[config.mk]
export PLATFORM = sky130hd
export DESIGN_NAME = spi_dac_top
export DESIGN_NICKNAME = d
export VERILOG_FILES = /design/src/spi_bus_pkg.sv /design/src/dac_frame_pkg.sv /design/src/spi.sv /design/src/spi_bus_timing.sv /design/src/spi_apb_regs.sv /design/src/spi_dac_top.sv
export VERILOG_INCLUDE_DIRS = /design/src
export SDC_FILE = /design/constraint.sdc
export NUM_CORES = 1
export LEC_CHECK = 0
export BUFFER_PORTS_ARGS = -buffer_cell sky130_fd_sc_hd__buf_2
export CAP_MARGIN = 20
export CORE_ASPECT_RATIO = 1.1
export CORE_UTILIZATION = 55
export CTS_BUF_LIST = sky130_fd_sc_hd__clkbuf_2 sky130_fd_sc_hd__clkbuf_4 sky130_fd_sc_hd__clkbuf_8
export CTS_CLUSTER_DIAMETER = 80
export DETAILED_ROUTE_END_ITERATION = 10
export PLACE_DENSITY = 0.77
export SYNTH_ARGS = -nofsm -noshare
export SYNTH_HDL_FRONTEND = slang
export SYNTH_SLANG_ARGS = --single-unit
[constraint.sdc]
create_clock -name CLK50MHZ -period 7.9 [get_ports CLK50MHZ]
set_input_delay 1.58 -clock CLK50MHZ [delete_from_list [all_inputs] [get_ports CLK50MHZ]]
set_output_delay 1.58 -clock CLK50MHZ [all_outputs]
set_load 0.03 [all_outputs]
[src/spi_config.svh]
`ifndef SPI_CONFIG_SVH
`define SPI_CONFIG_SVH

////////////////////////////////////////
// SPI DAC master build constants
////////////////////////////////////////

// Bits per SPI frame, DAC write word
`define SPI_WIDTH 32

// Width of the SCK half-period divider
`define SPI_DIV_WIDTH 8

// Divider value out of reset
// Half period of div+1 clocks, so 5 clocks here
`define SPI_DIV_RESET 4

// APB word address, four registers at 0x0..0xC
`define APB_ADDR_WIDTH 4

`endif

[src/spi_bus_pkg.sv]
`include "spi_config.svh"

package spi_bus_pkg;

	////////////////////////////////////////
	// APB register map
	////////////////////////////////////////

	// Divider on write, divider plus status on read
	localparam logic [`APB_ADDR_WIDTH-1:0] REG_CTRL   = `APB_ADDR_WIDTH'('h0);
	// Raw 32-bit frame, write starts a transfer
	localparam logic [`APB_ADDR_WIDTH-1:0] REG_TX_RAW = `APB_ADDR_WIDTH'('h4);
	// Channel in [19:16], code in [15:0]
	localparam logic [`APB_ADDR_WIDTH-1:0] REG_TX_DAC = `APB_ADDR_WIDTH'('h8);
	// Received word, read only
	localparam logic [`APB_ADDR_WIDTH-1:0] REG_RX     = `APB_ADDR_WIDTH'('hC);

	// Status bits in REG_CTRL read data
	localparam int STAT_BUSY_BIT = 8;
	localparam int STAT_DONE_BIT = 9;

	// Shift engine states
	typedef enum logic [1:0] {
		TRIG_WAITING = 2'd0,
		SENDING      = 2'd1,
		DONE         = 2'd2
	} spi_state_e;

endpackage

[src/dac_frame_pkg.sv]
package dac_frame_pkg;

	// Write input register and update DAC output
	localparam logic [3:0] DAC_CMD_WRITE_UPDATE = 4'h3;

	// Don't-care nibbles around the command, sent as zero
	localparam logic [3:0] DAC_PREFIX = 4'h0;
	localparam logic [3:0] DAC_PAD    = 4'h0;

	////////////////////////////////////////
	// DAC frame layout, MSB first on the wire
	////////////////////////////////////////

	typedef struct packed {
		logic [3:0]  prefix;
		logic [3:0]  cmd;
		logic [3:0]  addr;
		logic [15:0] code;
		logic [3:0]  pad;
	} dac_fields_t;

	// Same word seen as a shift frame or as DAC fields
	typedef union packed {
		logic [31:0] raw;
		dac_fields_t fields;
	} dac_frame_u;

endpackage

[src/spi.sv]
`timescale 1ns/1ps

`include "spi_config.svh"

module spi #(
	parameter int WIDTH = `SPI_WIDTH
) (
	input  logic                   RST,
	input  logic                   CLK50MHZ,
	input  logic                   spi_sck_trig,
	input  logic                   SPI_MISO,
	output logic                   SPI_MOSI,
	input  logic [WIDTH-1:0]       data_in,
	output logic [WIDTH-1:0]       data_out,
	input  logic                   spi_trig,
	output logic                   spi_done,
	output spi_bus_pkg::spi_state_e state
);
	import spi_bus_pkg::*;

	// Tick counter must reach WIDTH, one past the last data bit
	localparam int CNT_W = $clog2(WIDTH + 1);
	localparam logic [CNT_W-1:0] TICK_LAST = CNT_W'(WIDTH);

	logic [WIDTH-1:0] out_shift;
	logic [WIDTH-1:0] in_shift;
	logic [CNT_W-1:0] tick_cnt;

	assign data_out = in_shift;
	assign spi_done = (state == DONE);

	////////////////////////////////////////
	// Frame FSM
	////////////////////////////////////////

	always_ff @(posedge CLK50MHZ) begin
		if (!RST) begin
			state <= TRIG_WAITING;
		end else begin
			case (state)
				TRIG_WAITING:
					if (spi_trig)
						state <= SENDING;
				// WIDTH+1 ticks, the extra one covers the DAC readback slip
				SENDING:
					if (spi_sck_trig && tick_cnt == TICK_LAST)
						state <= DONE;
				DONE:
					state <= TRIG_WAITING;
				default:
					state <= TRIG_WAITING;
			endcase
		end
	end

	// MOSI register and tick count
	always_ff @(posedge CLK50MHZ) begin
		if (!RST) begin
			tick_cnt <= '0;
			SPI_MOSI <= 1'b0;
		end else begin
			case (state)
				TRIG_WAITING: begin
					tick_cnt <= '0;
					SPI_MOSI <= 1'b0;
				end
				SENDING:
					if (spi_sck_trig) begin
						// MSB out, lands on the SCK falling edge
						SPI_MOSI <= out_shift[WIDTH-1];
						tick_cnt <= tick_cnt + CNT_W'(1);
					end
				default:
					SPI_MOSI <= 1'b0;
			endcase
		end
	end

	// Shift registers
	always_ff @(posedge CLK50MHZ) begin
		if (state == TRIG_WAITING) begin
			out_shift <= data_in;
			// Old readback kept on data_out until the next start
			if (spi_trig)
				in_shift <= '0;
		end else if (state == SENDING && spi_sck_trig) begin
			out_shift <= {out_shift[WIDTH-2:0], 1'b0};
			in_shift  <= {in_shift[WIDTH-2:0], SPI_MISO};
		end
	end

	// Done is a single-cycle pulse
	a_done_pulse: assert property (@(posedge CLK50MHZ) disable iff (!RST)
		spi_done |=> !spi_done)
		else $error("spi_done held longer than one cycle");

	// Register block never restarts a running frame
	a_no_trig_sending: assert property (@(posedge CLK50MHZ) disable iff (!RST)
		spi_trig |-> state != SENDING)
		else $error("spi_trig while frame in progress");

endmodule

[src/spi_bus_timing.sv]
`timescale 1ns/1ps

`include "spi_config.svh"

module spi_bus_timing (
	input  logic                       RST,
	input  logic                       CLK50MHZ,
	input  logic [`SPI_DIV_WIDTH-1:0]  div,
	input  spi_bus_pkg::spi_state_e     state,
	output logic                       spi_sck_trig,
	output logic                       SPI_SCK,
	output logic                       SPI_CS_N
);
	import spi_bus_pkg::*;

	// Clocks left in the current SCK half period
	logic [`SPI_DIV_WIDTH-1:0] half_cnt;
	// Phase, idles high so the first tick comes at frame start
	logic sck_hi;
	logic running;
	logic half_end;

	assign running  = (state == SENDING);
	assign half_end = (half_cnt == '0);

	// Tick at end of high phase, SCK falls on the same edge
	assign spi_sck_trig = running && half_end && sck_hi;

	// Chip select follows the engine state directly
	assign SPI_CS_N = !running;

	////////////////////////////////////////
	// SCK divider
	////////////////////////////////////////

	always_ff @(posedge CLK50MHZ) begin
		if (!RST || !running) begin
			half_cnt <= '0;
			sck_hi   <= 1'b1;
			SPI_SCK  <= 1'b0;
		end else if (half_end) begin
			// Each half lasts div+1 clocks
			half_cnt <= div;
			sck_hi   <= !sck_hi;
			SPI_SCK  <= !sck_hi;
		end else begin
			half_cnt <= half_cnt - `SPI_DIV_WIDTH'(1);
		end
	end

	// No SCK edges outside a selected frame
	a_sck_idle: assert property (@(posedge CLK50MHZ) disable iff (!RST)
		SPI_CS_N |-> !SPI_SCK)
		else $error("SPI_SCK high with chip select released");

endmodule

[src/spi_apb_regs.sv]
`timescale 1ns/1ps

`include "spi_config.svh"

module spi_apb_regs (
	input  logic                        RST,
	input  logic                        CLK50MHZ,
	input  logic                        PSEL,
	input  logic                        PENABLE,
	input  logic                        PWRITE,
	input  logic [`APB_ADDR_WIDTH-1:0]  PADDR,
	input  logic [31:0]                 PWDATA,
	output logic [31:0]                 PRDATA,
	output logic                        PREADY,
	output logic                        PSLVERR,
	input  logic [`SPI_WIDTH-1:0]       rx_data,
	input  logic                        spi_done,
	output logic [`SPI_WIDTH-1:0]       tx_data,
	output logic                        spi_trig,
	output logic [`SPI_DIV_WIDTH-1:0]   div
);
	import spi_bus_pkg::*;
	import dac_frame_pkg::*;

	logic                  busy;
	logic                  done_sticky;
	logic [`SPI_WIDTH-1:0] rx_reg;
	logic                  access;
	logic                  addr_hit;
	logic                  is_tx;
	logic                  tx_write;
	logic                  tx_accept;
	logic                  ctrl_write;
	logic                  rx_read;
	dac_frame_u            frame;

	////////////////////////////////////////
	// Address decode and handshake
	////////////////////////////////////////

	// Access phase of an APB transfer
	assign access = PSEL && PENABLE;

	assign addr_hit = (PADDR == REG_CTRL) || (PADDR == REG_TX_RAW) ||
		(PADDR == REG_TX_DAC) || (PADDR == REG_RX);
	assign is_tx = (PADDR == REG_TX_RAW) || (PADDR == REG_TX_DAC);

	assign tx_write   = access && PWRITE && is_tx;
	assign ctrl_write = access && PWRITE && (PADDR == REG_CTRL);
	assign rx_read    = access && !PWRITE && (PADDR == REG_RX);

	// Wait states only for a TX write during a frame
	assign PREADY    = !(tx_write && busy);
	assign tx_accept = tx_write && !busy;

	// Unmapped offset or write to the read-only RX word
	assign PSLVERR = access && (!addr_hit || (PWRITE && PADDR == REG_RX));

	// Frame word, DAC form built through the field view
	always_comb begin
		frame.raw = PWDATA;
		if (PADDR == REG_TX_DAC) begin
			frame.fields.prefix = DAC_PREFIX;
			frame.fields.cmd    = DAC_CMD_WRITE_UPDATE;
			frame.fields.addr   = PWDATA[19:16];
			frame.fields.code   = PWDATA[15:0];
			frame.fields.pad    = DAC_PAD;
		end
	end

	// Zero-wait read mux
	always_comb begin
		PRDATA = '0;
		if (access && !PWRITE) begin
			case (PADDR)
				REG_CTRL: begin
					PRDATA[`SPI_DIV_WIDTH-1:0] = div;
					PRDATA[STAT_BUSY_BIT]      = busy;
					PRDATA[STAT_DONE_BIT]      = done_sticky;
				end
				REG_TX_RAW, REG_TX_DAC:
					PRDATA = tx_data;
				REG_RX:
					PRDATA = rx_reg;
				default:
					PRDATA = '0;
			endcase
		end
	end

	////////////////////////////////////////
	// Control and status
	////////////////////////////////////////

	always_ff @(posedge CLK50MHZ) begin
		if (!RST) begin
			div         <= `SPI_DIV_WIDTH'(`SPI_DIV_RESET);
			spi_trig    <= 1'b0;
			busy        <= 1'b0;
			done_sticky <= 1'b0;
		end else begin
			// Start one cycle after the accepted write
			spi_trig <= tx_accept;
			if (ctrl_write)
				div <= PWDATA[`SPI_DIV_WIDTH-1:0];
			if (spi_trig)
				busy <= 1'b1;
			else if (spi_done)
				busy <= 1'b0;
			// New completion wins over a clearing read
			if (spi_done)
				done_sticky <= 1'b1;
			else if (rx_read)
				done_sticky <= 1'b0;
		end
	end

	// Frame and readback words
	always_ff @(posedge CLK50MHZ) begin
		if (tx_accept)
			tx_data <= frame.raw;
		if (spi_done)
			rx_reg <= rx_data;
	end

	// Back-pressure keeps starts apart
	a_trig_idle: assert property (@(posedge CLK50MHZ) disable iff (!RST)
		spi_trig |-> !busy)
		else $error("transfer started while busy");

endmodule

[src/spi_dac_top.sv]
`timescale 1ns/1ps

`include "spi_config.svh"

module spi_dac_top (
	input  logic                        RST,
	input  logic                        CLK50MHZ,
	// APB slave
	input  logic                        PSEL,
	input  logic                        PENABLE,
	input  logic                        PWRITE,
	input  logic [`APB_ADDR_WIDTH-1:0]  PADDR,
	input  logic [31:0]                 PWDATA,
	output logic [31:0]                 PRDATA,
	output logic                        PREADY,
	output logic                        PSLVERR,
	// DAC pins
	output logic                        SPI_SCK,
	output logic                        SPI_CS_N,
	output logic                        SPI_MOSI,
	input  logic                        SPI_MISO
);
	import spi_bus_pkg::*;

	logic [`SPI_WIDTH-1:0]     tx_data;
	logic [`SPI_WIDTH-1:0]     rx_data;
	logic                      spi_trig;
	logic                      spi_done;
	logic                      spi_sck_trig;
	logic [`SPI_DIV_WIDTH-1:0] div;
	spi_state_e                state;

	// Register file and frame assembly
	spi_apb_regs i_spi_apb_regs (
		.RST      (RST),
		.CLK50MHZ (CLK50MHZ),
		.PSEL     (PSEL),
		.PENABLE  (PENABLE),
		.PWRITE   (PWRITE),
		.PADDR    (PADDR),
		.PWDATA   (PWDATA),
		.PRDATA   (PRDATA),
		.PREADY   (PREADY),
		.PSLVERR  (PSLVERR),
		.rx_data  (rx_data),
		.spi_done (spi_done),
		.tx_data  (tx_data),
		.spi_trig (spi_trig),
		.div      (div)
	);

	// SCK, chip select and shift ticks
	spi_bus_timing i_spi_bus_timing (
		.RST          (RST),
		.CLK50MHZ     (CLK50MHZ),
		.div          (div),
		.state        (state),
		.spi_sck_trig (spi_sck_trig),
		.SPI_SCK      (SPI_SCK),
		.SPI_CS_N     (SPI_CS_N)
	);

	spi #(
		.WIDTH (`SPI_WIDTH)
	) i_spi (
		.RST          (RST),
		.CLK50MHZ     (CLK50MHZ),
		.spi_sck_trig (spi_sck_trig),
		.SPI_MISO     (SPI_MISO),
		.SPI_MOSI     (SPI_MOSI),
		.data_in      (tx_data),
		.data_out     (rx_data),
		.spi_trig     (spi_trig),
		.spi_done     (spi_done),
		.state        (state)
	);

endmodule

==> results of run 1 <==
worst max path at each step:
stage	slack, ns	end	from	depth (start not counted)
finish	2.95	PRDATA[10]	PADDR[2]	6
global route	2.86	PRDATA[26]	PADDR[3]	6
CTS	3.01	PRDATA[10]	PADDR[2]	6
detailed placement	3.00	PRDATA[10]	PADDR[2]	6
global placement	3.09	PRDATA[15]	PADDR[2]	6
floorplan	3.37	PRDATA[0]	PADDR[0]	4
kinds of logic after synthesis:
group           count (synthesis)  synth area share
fa+ha+maj                       3          0.005664
compound gates                 60           0.07250
mux                            61            0.1018
buf+inv                        32           0.02114
simple gates                  132            0.1218
flops                         158            0.6706
xor+xnor                        5          0.006609
cells in the final DEF, fill, tap and decap left out, types with 9 or more instances in the layout:
cell	instances
sky130_fd_sc_hd__mux2i_1	10
sky130_fd_sc_hd__clkbuf_8	17
sky130_fd_sc_hd__a222oi_1	9
sky130_fd_sc_hd__dfxtp_1	30
sky130_fd_sc_hd__a22o_1	22
sky130_fd_sc_hd__nor2b_1	21
sky130_fd_sc_hd__edfxtp_1	128
sky130_fd_sc_hd__nor2_1	23
sky130_fd_sc_hd__buf_2	78
sky130_fd_sc_hd__nand2_1	16
sky130_fd_sc_hd__mux2_2	51
sky130_fd_sc_hd__and2_1	35
stage by stage:
step / cell area, µm² / std cells / hold WS, ns
final: 7595 / 695 / 0.4300
after CTS: 7595 / 695 / 0.4357
after detailed placement: 7167 / 663 / 0.4065
after floorplan: 6628 / 451 / 0.4003
after global routing: 7595 / 695 / 0.4494
after global placement: 7167 / 663 / 0.4063
worst register-to-register path, cell delays in order, from the launching register on:
cell and delay (ns):
sky130_fd_sc_hd__dfxtp_1 0.38, sky130_fd_sc_hd__nor2_2 0.66, sky130_fd_sc_hd__buf_4 0.38, sky130_fd_sc_hd__nand2_1 0.08, sky130_fd_sc_hd__nand2_1 0.06, sky130_fd_sc_hd__buf_4 0.40
power by group through the flow:
stage	Combinational [mW]	Sequential [mW]	Clock, mW
finish	0.0559	0.899	0.635
global route	0.0595	0.899	0.684
CTS	0.0556	0.899	0.647
detailed placement	0.0550	0.918	0
global placement	0.0535	0.918	0
floorplan	0.0327	0.917	0
final cells by class:
type,instances,area [µm²]
inverter,8,30.03
tap,150,187.7
clock inverter,8,141.4
multi-input combinational,261,2054
clock buffer,24,286.5
sequential,158,4444
timing repair buffer,86,450.4
fill,854,3999
per-layer routing:
layer	GRT usage	up-vias	part of all wire
met5	0	-	0
met4	0.09406	0	0.015
met3	0.04430	18	0.058
met2	0.3712	155	0.51
met1	0.2914	1985	0.42
li1	-	1873	-
==> load_flow_metrics.sql, run 1 <==
INSERT INTO impl_metrics (metric_group, metric, value, unit) VALUES
('route', 'vias_cell', '5.800', ''),
('floorplan', 'io_pins', '79', ''),
('cells_and_area', 'layout-area-overhead-vs-synth', '14.59', '%'),
('grt', 'grt_antenna_before_repair', '0', ''),
('clock_tree', 'cts.sinks', '158', ''),
('sta', 'post-route-min-period', '4.950', 'ns'),
('route', 'route.detailed.drc', '0', ''),
('clock_tree', 'cts.hold.buffers_added', '0', ''),
('critical_path', 'startpoint_type', 'input pin', ''),
('sta', 'worst_pin_slew', '0.8457', 'ns'),
('synth', 'ys_async_sr_fraction', '0', ''),
('sta', 'remaining_max_slew_budget_at_the_tightest_pin', '0.4343', ''),
('synth', 'synth_ff_type', 'sky130_fd_sc_hd__edfxtp_1', ''),
('synth', 'post_synth_main_area_contributors', 'sky130_fd_sc_hd__edfxtp_1, sky130_fd_sc_hd__dfxtp_1, sky130_fd_sc_hd__mux2_2', ''),
('synth', 'distinct_cell_type_count_of_the_synthesized_netlist', '51', ''),
('cells_and_area', 'drive_gt1_frac', '0.3303', ''),
('cells_and_area', 'finalCoreUtilization', '0.6551', ''),
('grt', 'grt_max_degree', '41', ''),
('route', 'drtIter0Drc', '328', ''),
('critical_path', 'reg2reg_to', 'i_spi.data_out[2]', ''),
('critical_path', 'worst-r2r-cell-count', '5', ''),
('sta', 'timing.final.hold_violations', '0', ''),
('power_and_ir_drop', 'share_seq_of_total_power', '0.566', ''),
('power_and_ir_drop', 'p_clk_frac', '0.399', ''),
('synth', 'synth_sequential_area_ratio', '0.6706', ''),
('clock_tree', 'htree_num_levels', '4', ''),
('floorplan', 'die_width', '106.7', 'µm'),
('critical_path', 'critical_path_arrival', '3.37', 'ns'),
('route', 'wire_per_inst', '18.95', 'µm'),
('synth', 'synth_top_cells_by_count', 'sky130_fd_sc_hd__edfxtp_1, sky130_fd_sc_hd__mux2_2, sky130_fd_sc_hd__and2_1', ''),
('clock_tree', 'numCtsBuffers', '17', ''),
('placement', 'routability_cong', '0.8277', ''),
('clock_tree', 'clockRootBuffer', 'sky130_fd_sc_hd__clkbuf_8', ''),
('power_and_ir_drop', 'power.total', '1.590', 'mW'),
('route', 'wl', '13.17', 'mm'),
('critical_path', 'reg2reg_setup_slack', '5.56', 'ns'),
('synth', 'postSynthNetCount', '496', ''),
('status', 'status', 'finished clean', ''),
('power_and_ir_drop', 'switchingPower', '0.3009', 'mW'),
('grt', 'overflow', '0', ''),
('worst_hold_path', 'holdPathEnd', 'i_spi_apb_regs.rx_reg[31]', ''),
('route', 'num_vias', '4031', ''),
('clock_tree', 'ctsLongestPathBuffers', '2', ''),
('critical_path', 'critical_path_fanout_max', '22', ''),
('floorplan', 'die-area', '12490', 'µm²'),
('clock_tree', 'clk_pin_slew', '0.08', 'ns'),
('power_and_ir_drop', 'power_per_cell_area', '209.4', 'nW/µm²'),
('critical_path', 'cp_top_family', 'XOR/XNOR gates', ''),
('synth', 'avgSynthCellArea', '14.70', 'µm²'),
('cells_and_area', 'nets', '577', ''),
('flow_run', 'maxCapViolCount', '0', ''),
('worst_hold_path', 'worstHoldPathType', 'register to register', ''),
('critical_path', 'timing.critical_path.slowest_cell_delay', '0.69', 'ns'),
('critical_path', 'critPathMostFrequentCell', 'sky130_fd_sc_hd__buf_2', ''),
('worst_hold_path', 'hold_path_startpoint', 'i_spi.data_out[31]', ''),
('sta', 'final_max_slew_viol_count', '0', ''),
('worst_hold_path', 'min_path_cells', '0', ''),
('critical_path', 'slowest_stage', 'sky130_fd_sc_hd__xor2_1', ''),
('power_and_ir_drop', 'pwr-share-comb', '0.035', ''),
('route', 'detail_route.first_pass.iterations', '7', ''),
('grt', 'gr-usage-all-layers', '0.2238', ''),
('synth', 'synth-edff-count', '128', ''),
('power_and_ir_drop', 'power_report.internal_total', '1.289', 'mW'),
('clock_tree', 'post-cts-setup-buffers', '0', ''),
('synth', 'syn_inst', '451', ''),
('sta', 'final_min_period_over_clock_period', '0.6266', ''),
('sta', 'grt_setup_unrepaired', 'no', ''),
('synth', 'cell_type_with_the_highest_aggregate_area_in_the_netlist', 'sky130_fd_sc_hd__edfxtp_1', ''),
('floorplan', 'start_util', '0.5717', ''),
('critical_path', 'worst-endpoint-required', '6.32', 'ns'),
('synth', 'synthMostInstantiatedCell', 'sky130_fd_sc_hd__edfxtp_1', '');
(Power assumes the default switching activity.)
==> run 2: changes to the inputs <==
==> constraint.sdc (replaced) <==
create_clock -name CLK50MHZ -period 4.9 [get_ports CLK50MHZ]
set_input_delay 0.98 -clock CLK50MHZ [delete_from_list [all_inputs] [get_ports CLK50MHZ]]
set_output_delay 0.98 -clock CLK50MHZ [all_outputs]
set_load 0.03 [all_outputs]
==> run 2 against run 1 <==
Effect of this change:
- hold slack lost 0.0067 ns
- critical endpoint is now PRDATA[21]
- non-clock buffer count is the same
- clock power grew 57%
- clock skew grew 0.0081 ns
- critical path type unchanged
- largest power group unchanged
==> load_flow_metrics.sql, run 2 (synthesis gave the netlist of run 1 again) <==
INSERT INTO impl_metrics (metric_group, metric, value, unit) VALUES
('critical_path', 'slowest_stage', 'sky130_fd_sc_hd__xor2_1', ''),
('route', 'drtIter0Drc', '275', ''),
('route', 'detail_route.first_pass.iterations', '6', ''),
('critical_path', 'worst-r2r-cell-count', '4', ''),
('critical_path', 'critPathBufInv', '3', ''),
('critical_path', 'cp_top_family', 'XOR/XNOR gates', ''),
('cells_and_area', 'antenna_cells', '0', ''),
('critical_path', 'worst-endpoint-required', '3.92', 'ns'),
('floorplan', 'die_width', '106.7', 'µm'),
('floorplan', 'die-area', '12490', 'µm²'),
('power_and_ir_drop', 'switchingPower', '0.5317', 'mW'),
('worst_hold_path', 'holdPathEnd', 'i_spi_apb_regs.rx_reg[31]', ''),
('flow_run', 'maxCapViolCount', '0', ''),
('sta', 'post-route-min-period', '3.747', 'ns'),
('grt', 'first_global_vias', '3925', ''),
('clock_tree', 'post-cts-setup-buffers', '0', ''),
('clock_tree', 'clock_insertion_delay_worst_skew', '0.46', 'ns'),
('cells_and_area', 'drive_gt1_frac', '0.3321', ''),
('critical_path', 'crit_type', 'input pin to primary output', ''),
('critical_path', 'timing.critical_path.slowest_cell_delay', '0.68', 'ns'),
('sta', 'remaining_max_slew_budget_at_the_tightest_pin', '0.4436', ''),
('power_and_ir_drop', 'share_seq_of_total_power', '0.572', ''),
('clock_tree', 'numCtsBuffers', '17', ''),
('cells_and_area', 'final_cell_mix', 'sky130_fd_sc_hd__edfxtp_1, sky130_fd_sc_hd__buf_2, sky130_fd_sc_hd__mux2_2', ''),
('power_and_ir_drop', 'pwr-share-comb', '0.035', ''),
('clock_tree', 'htree_num_levels', '4', ''),
('clock_tree', 'cts.hold.buffers_added', '0', ''),
('route', 'detail-route-antenna-nets', '0', ''),
('power_and_ir_drop', 'worst_ir_drop_vdd', '0.2754', 'mV'),
('sta', 'worst_pin_slew', '0.8318', 'ns'),
('placement', 'io_buffers', '78', ''),
('floorplan', 'core-area', '11590', 'µm²'),
('critical_path', 'path_cells', 'buf_2 -> xor2_1 -> nor2b_1 -> buf_4 -> a22o_1 -> buf_2', ''),
('placement', 'total_half_perimeter_wirelength_after_legalization_and_detailed_placement', '8.682', 'mm'),
('floorplan', 'die-height', '117.1', 'µm'),
('power_and_ir_drop', 'swShare', '0.2098', ''),
('clock_tree', 'ctsLongestPathBuffers', '2', ''),
('grt', 'grt_max_degree', '41', ''),
('critical_path', 'reg2reg_setup_slack', '2.63', 'ns'),
('power_and_ir_drop', 'p_clk_frac', '0.393', ''),
('placement', 'routability_cong', '0.8736', ''),
('cells_and_area', 'layout-area-overhead-vs-synth', '14.37', '%'),
('clock_tree', 'clockRootBuffer', 'sky130_fd_sc_hd__clkbuf_8', ''),
('clock_tree', 'cts.sinks', '158', ''),
('power_and_ir_drop', 'power_report.internal_total', '2.003', 'mW'),
('critical_path', 'reg2reg_to', 'i_spi.out_shift[27]', ''),
('status', 'status', 'finished clean', ''),
('clock_tree', 'postCtsResizedCells', '0', ''),
('route', 'wire_per_inst', '19.29', 'µm'),
('grt', 'gr-usage-all-layers', '0.2327', ''),
('sta', 'finalSetupTns', '0', 'ns'),
('sta', 'timing.final.hold_violations', '0', ''),
('route', 'wl', '13.41', 'mm'),
('worst_hold_path', 'min_path_cells', '0', ''),
('critical_path', 'critical_path_arrival', '2.77', 'ns'),
('sta', 'final_max_slew_viol_count', '0', ''),
('critical_path', 'startpoint_type', 'input pin', ''),
('floorplan', 'start_util', '0.5717', ''),
('worst_hold_path', 'hold_path_startpoint', 'i_spi.data_out[31]', ''),
('clock_tree', 'clock_tree_from_tritoncts', 'done', ''),
('grt', 'grt_first_pass_wirelength', '21.14', 'mm'),
('cells_and_area', 'mostFrequentLayoutCell', 'sky130_fd_sc_hd__edfxtp_1', ''),
('sta', 'final-setup-viol-count', '0', ''),
('route', 'num_vias', '3996', ''),
('route', 'route.detailed.drc', '0', ''),
('worst_hold_path', 'worstHoldPathType', 'register to register', ''),
('power_and_ir_drop', 'p_leak', '2.821', 'nW'),
('floorplan', 'rows', '41', ''),
('clock_tree', 'clk_pin_slew', '0.09', 'ns'),
('cells_and_area', 'nets', '577', ''),
('floorplan', 'io_pins', '79', ''),
('sta', 'worst_clock_skew', '0.01959', 'ns'),
('critical_path', 'crit_end_category', 'primary output', ''),
('sta', 'fmax', '266.9', 'MHz'),
('cells_and_area', 'number_of_filler_instances_in_the_final_layout', '881', ''),
('power_and_ir_drop', 'power_per_cell_area', '334.4', 'nW/µm²'),
('critical_path', 'rr_startpoint', 'i_spi.state[0]', ''),
('critical_path', 'critical_path_fanout_max', '22', ''),
('power_and_ir_drop', 'power.total', '2.535', 'mW'),
('sta', 'final_min_period_over_clock_period', '0.7647', ''),
('critical_path', 'origin_of_the_worst_setup_path', 'PADDR[3]', ''),
('sta', 'grt_setup_unrepaired', 'no', ''),
('grt', 'overflow', '0', ''),
('grt', 'grt_antenna_before_repair', '0', ''),
('critical_path', 'critPathMostFrequentCell', 'sky130_fd_sc_hd__buf_2', ''),
('route', 'vias_cell', '5.750', '');
[run 2: routing by layer]
metal | GRT usage | routed length [µm]
met1 | 0.2996 | 5820
met2 | 0.3819 | 6524
met3 | 0.04762 | 753
met4 | 0.1123 | 307
met5 | 0 | 0
[run 2: stage by stage]
stage,instances,util,instance area [µm²],worst slack [ns],hold slack [ns]
detailed placement,663,0.6182,7167,1.163,0.4070
CTS,695,0.6538,7580,1.173,0.4289
global route,695,0.6538,7580,1.024,0.4348
finish,695,0.6538,7580,1.153,0.4234
global placement,663,0.6182,7167,1.275,0.4054
floorplan,451,-,6628,1.566,0.4003
[run 2: area by class of cell]
class,instances,area (µm²),area share
clock inverters,13,163.9,0.02162
well taps,150,187.7,0.02476
inverters,8,30.03,0.003962
multi-input cells,261,2054,0.2710
clock buffers,19,249.0,0.03285
repair buffers,86,450.4,0.05943
flip-flops and latches,158,4444,0.5863
[run 2: worst reg2reg max path: cells and delay by family, from the launching register on]
kind | cells | cell delay (ns)
and+or+nand+nor | 3 | 1.00
buffers and inverters | 1 | 0.42
DFF | 1 | 0.46
[run 2: worst max-delay path by stage]
stage	to	slack, ns	cells after the start
after floorplan	PRDATA[0]	1.57	4
after global placement	PRDATA[15]	1.27	6
after detailed placement	PRDATA[21]	1.16	6
after CTS	PRDATA[21]	1.17	6
after global routing	PRDATA[10]	1.02	6
final	PRDATA[21]	1.15	6
[run 2: power groups by stage]
stage / sequential (mW) / combinational [mW] / clock, mW
floorplan: 1.48 / 0.0528 / 0
global placement: 1.48 / 0.0854 / 0
detailed placement: 1.48 / 0.0875 / 0
CTS: 1.45 / 0.0881 / 1.01
global route: 1.45 / 0.0948 / 1.07
finish: 1.45 / 0.0880 / 0.997
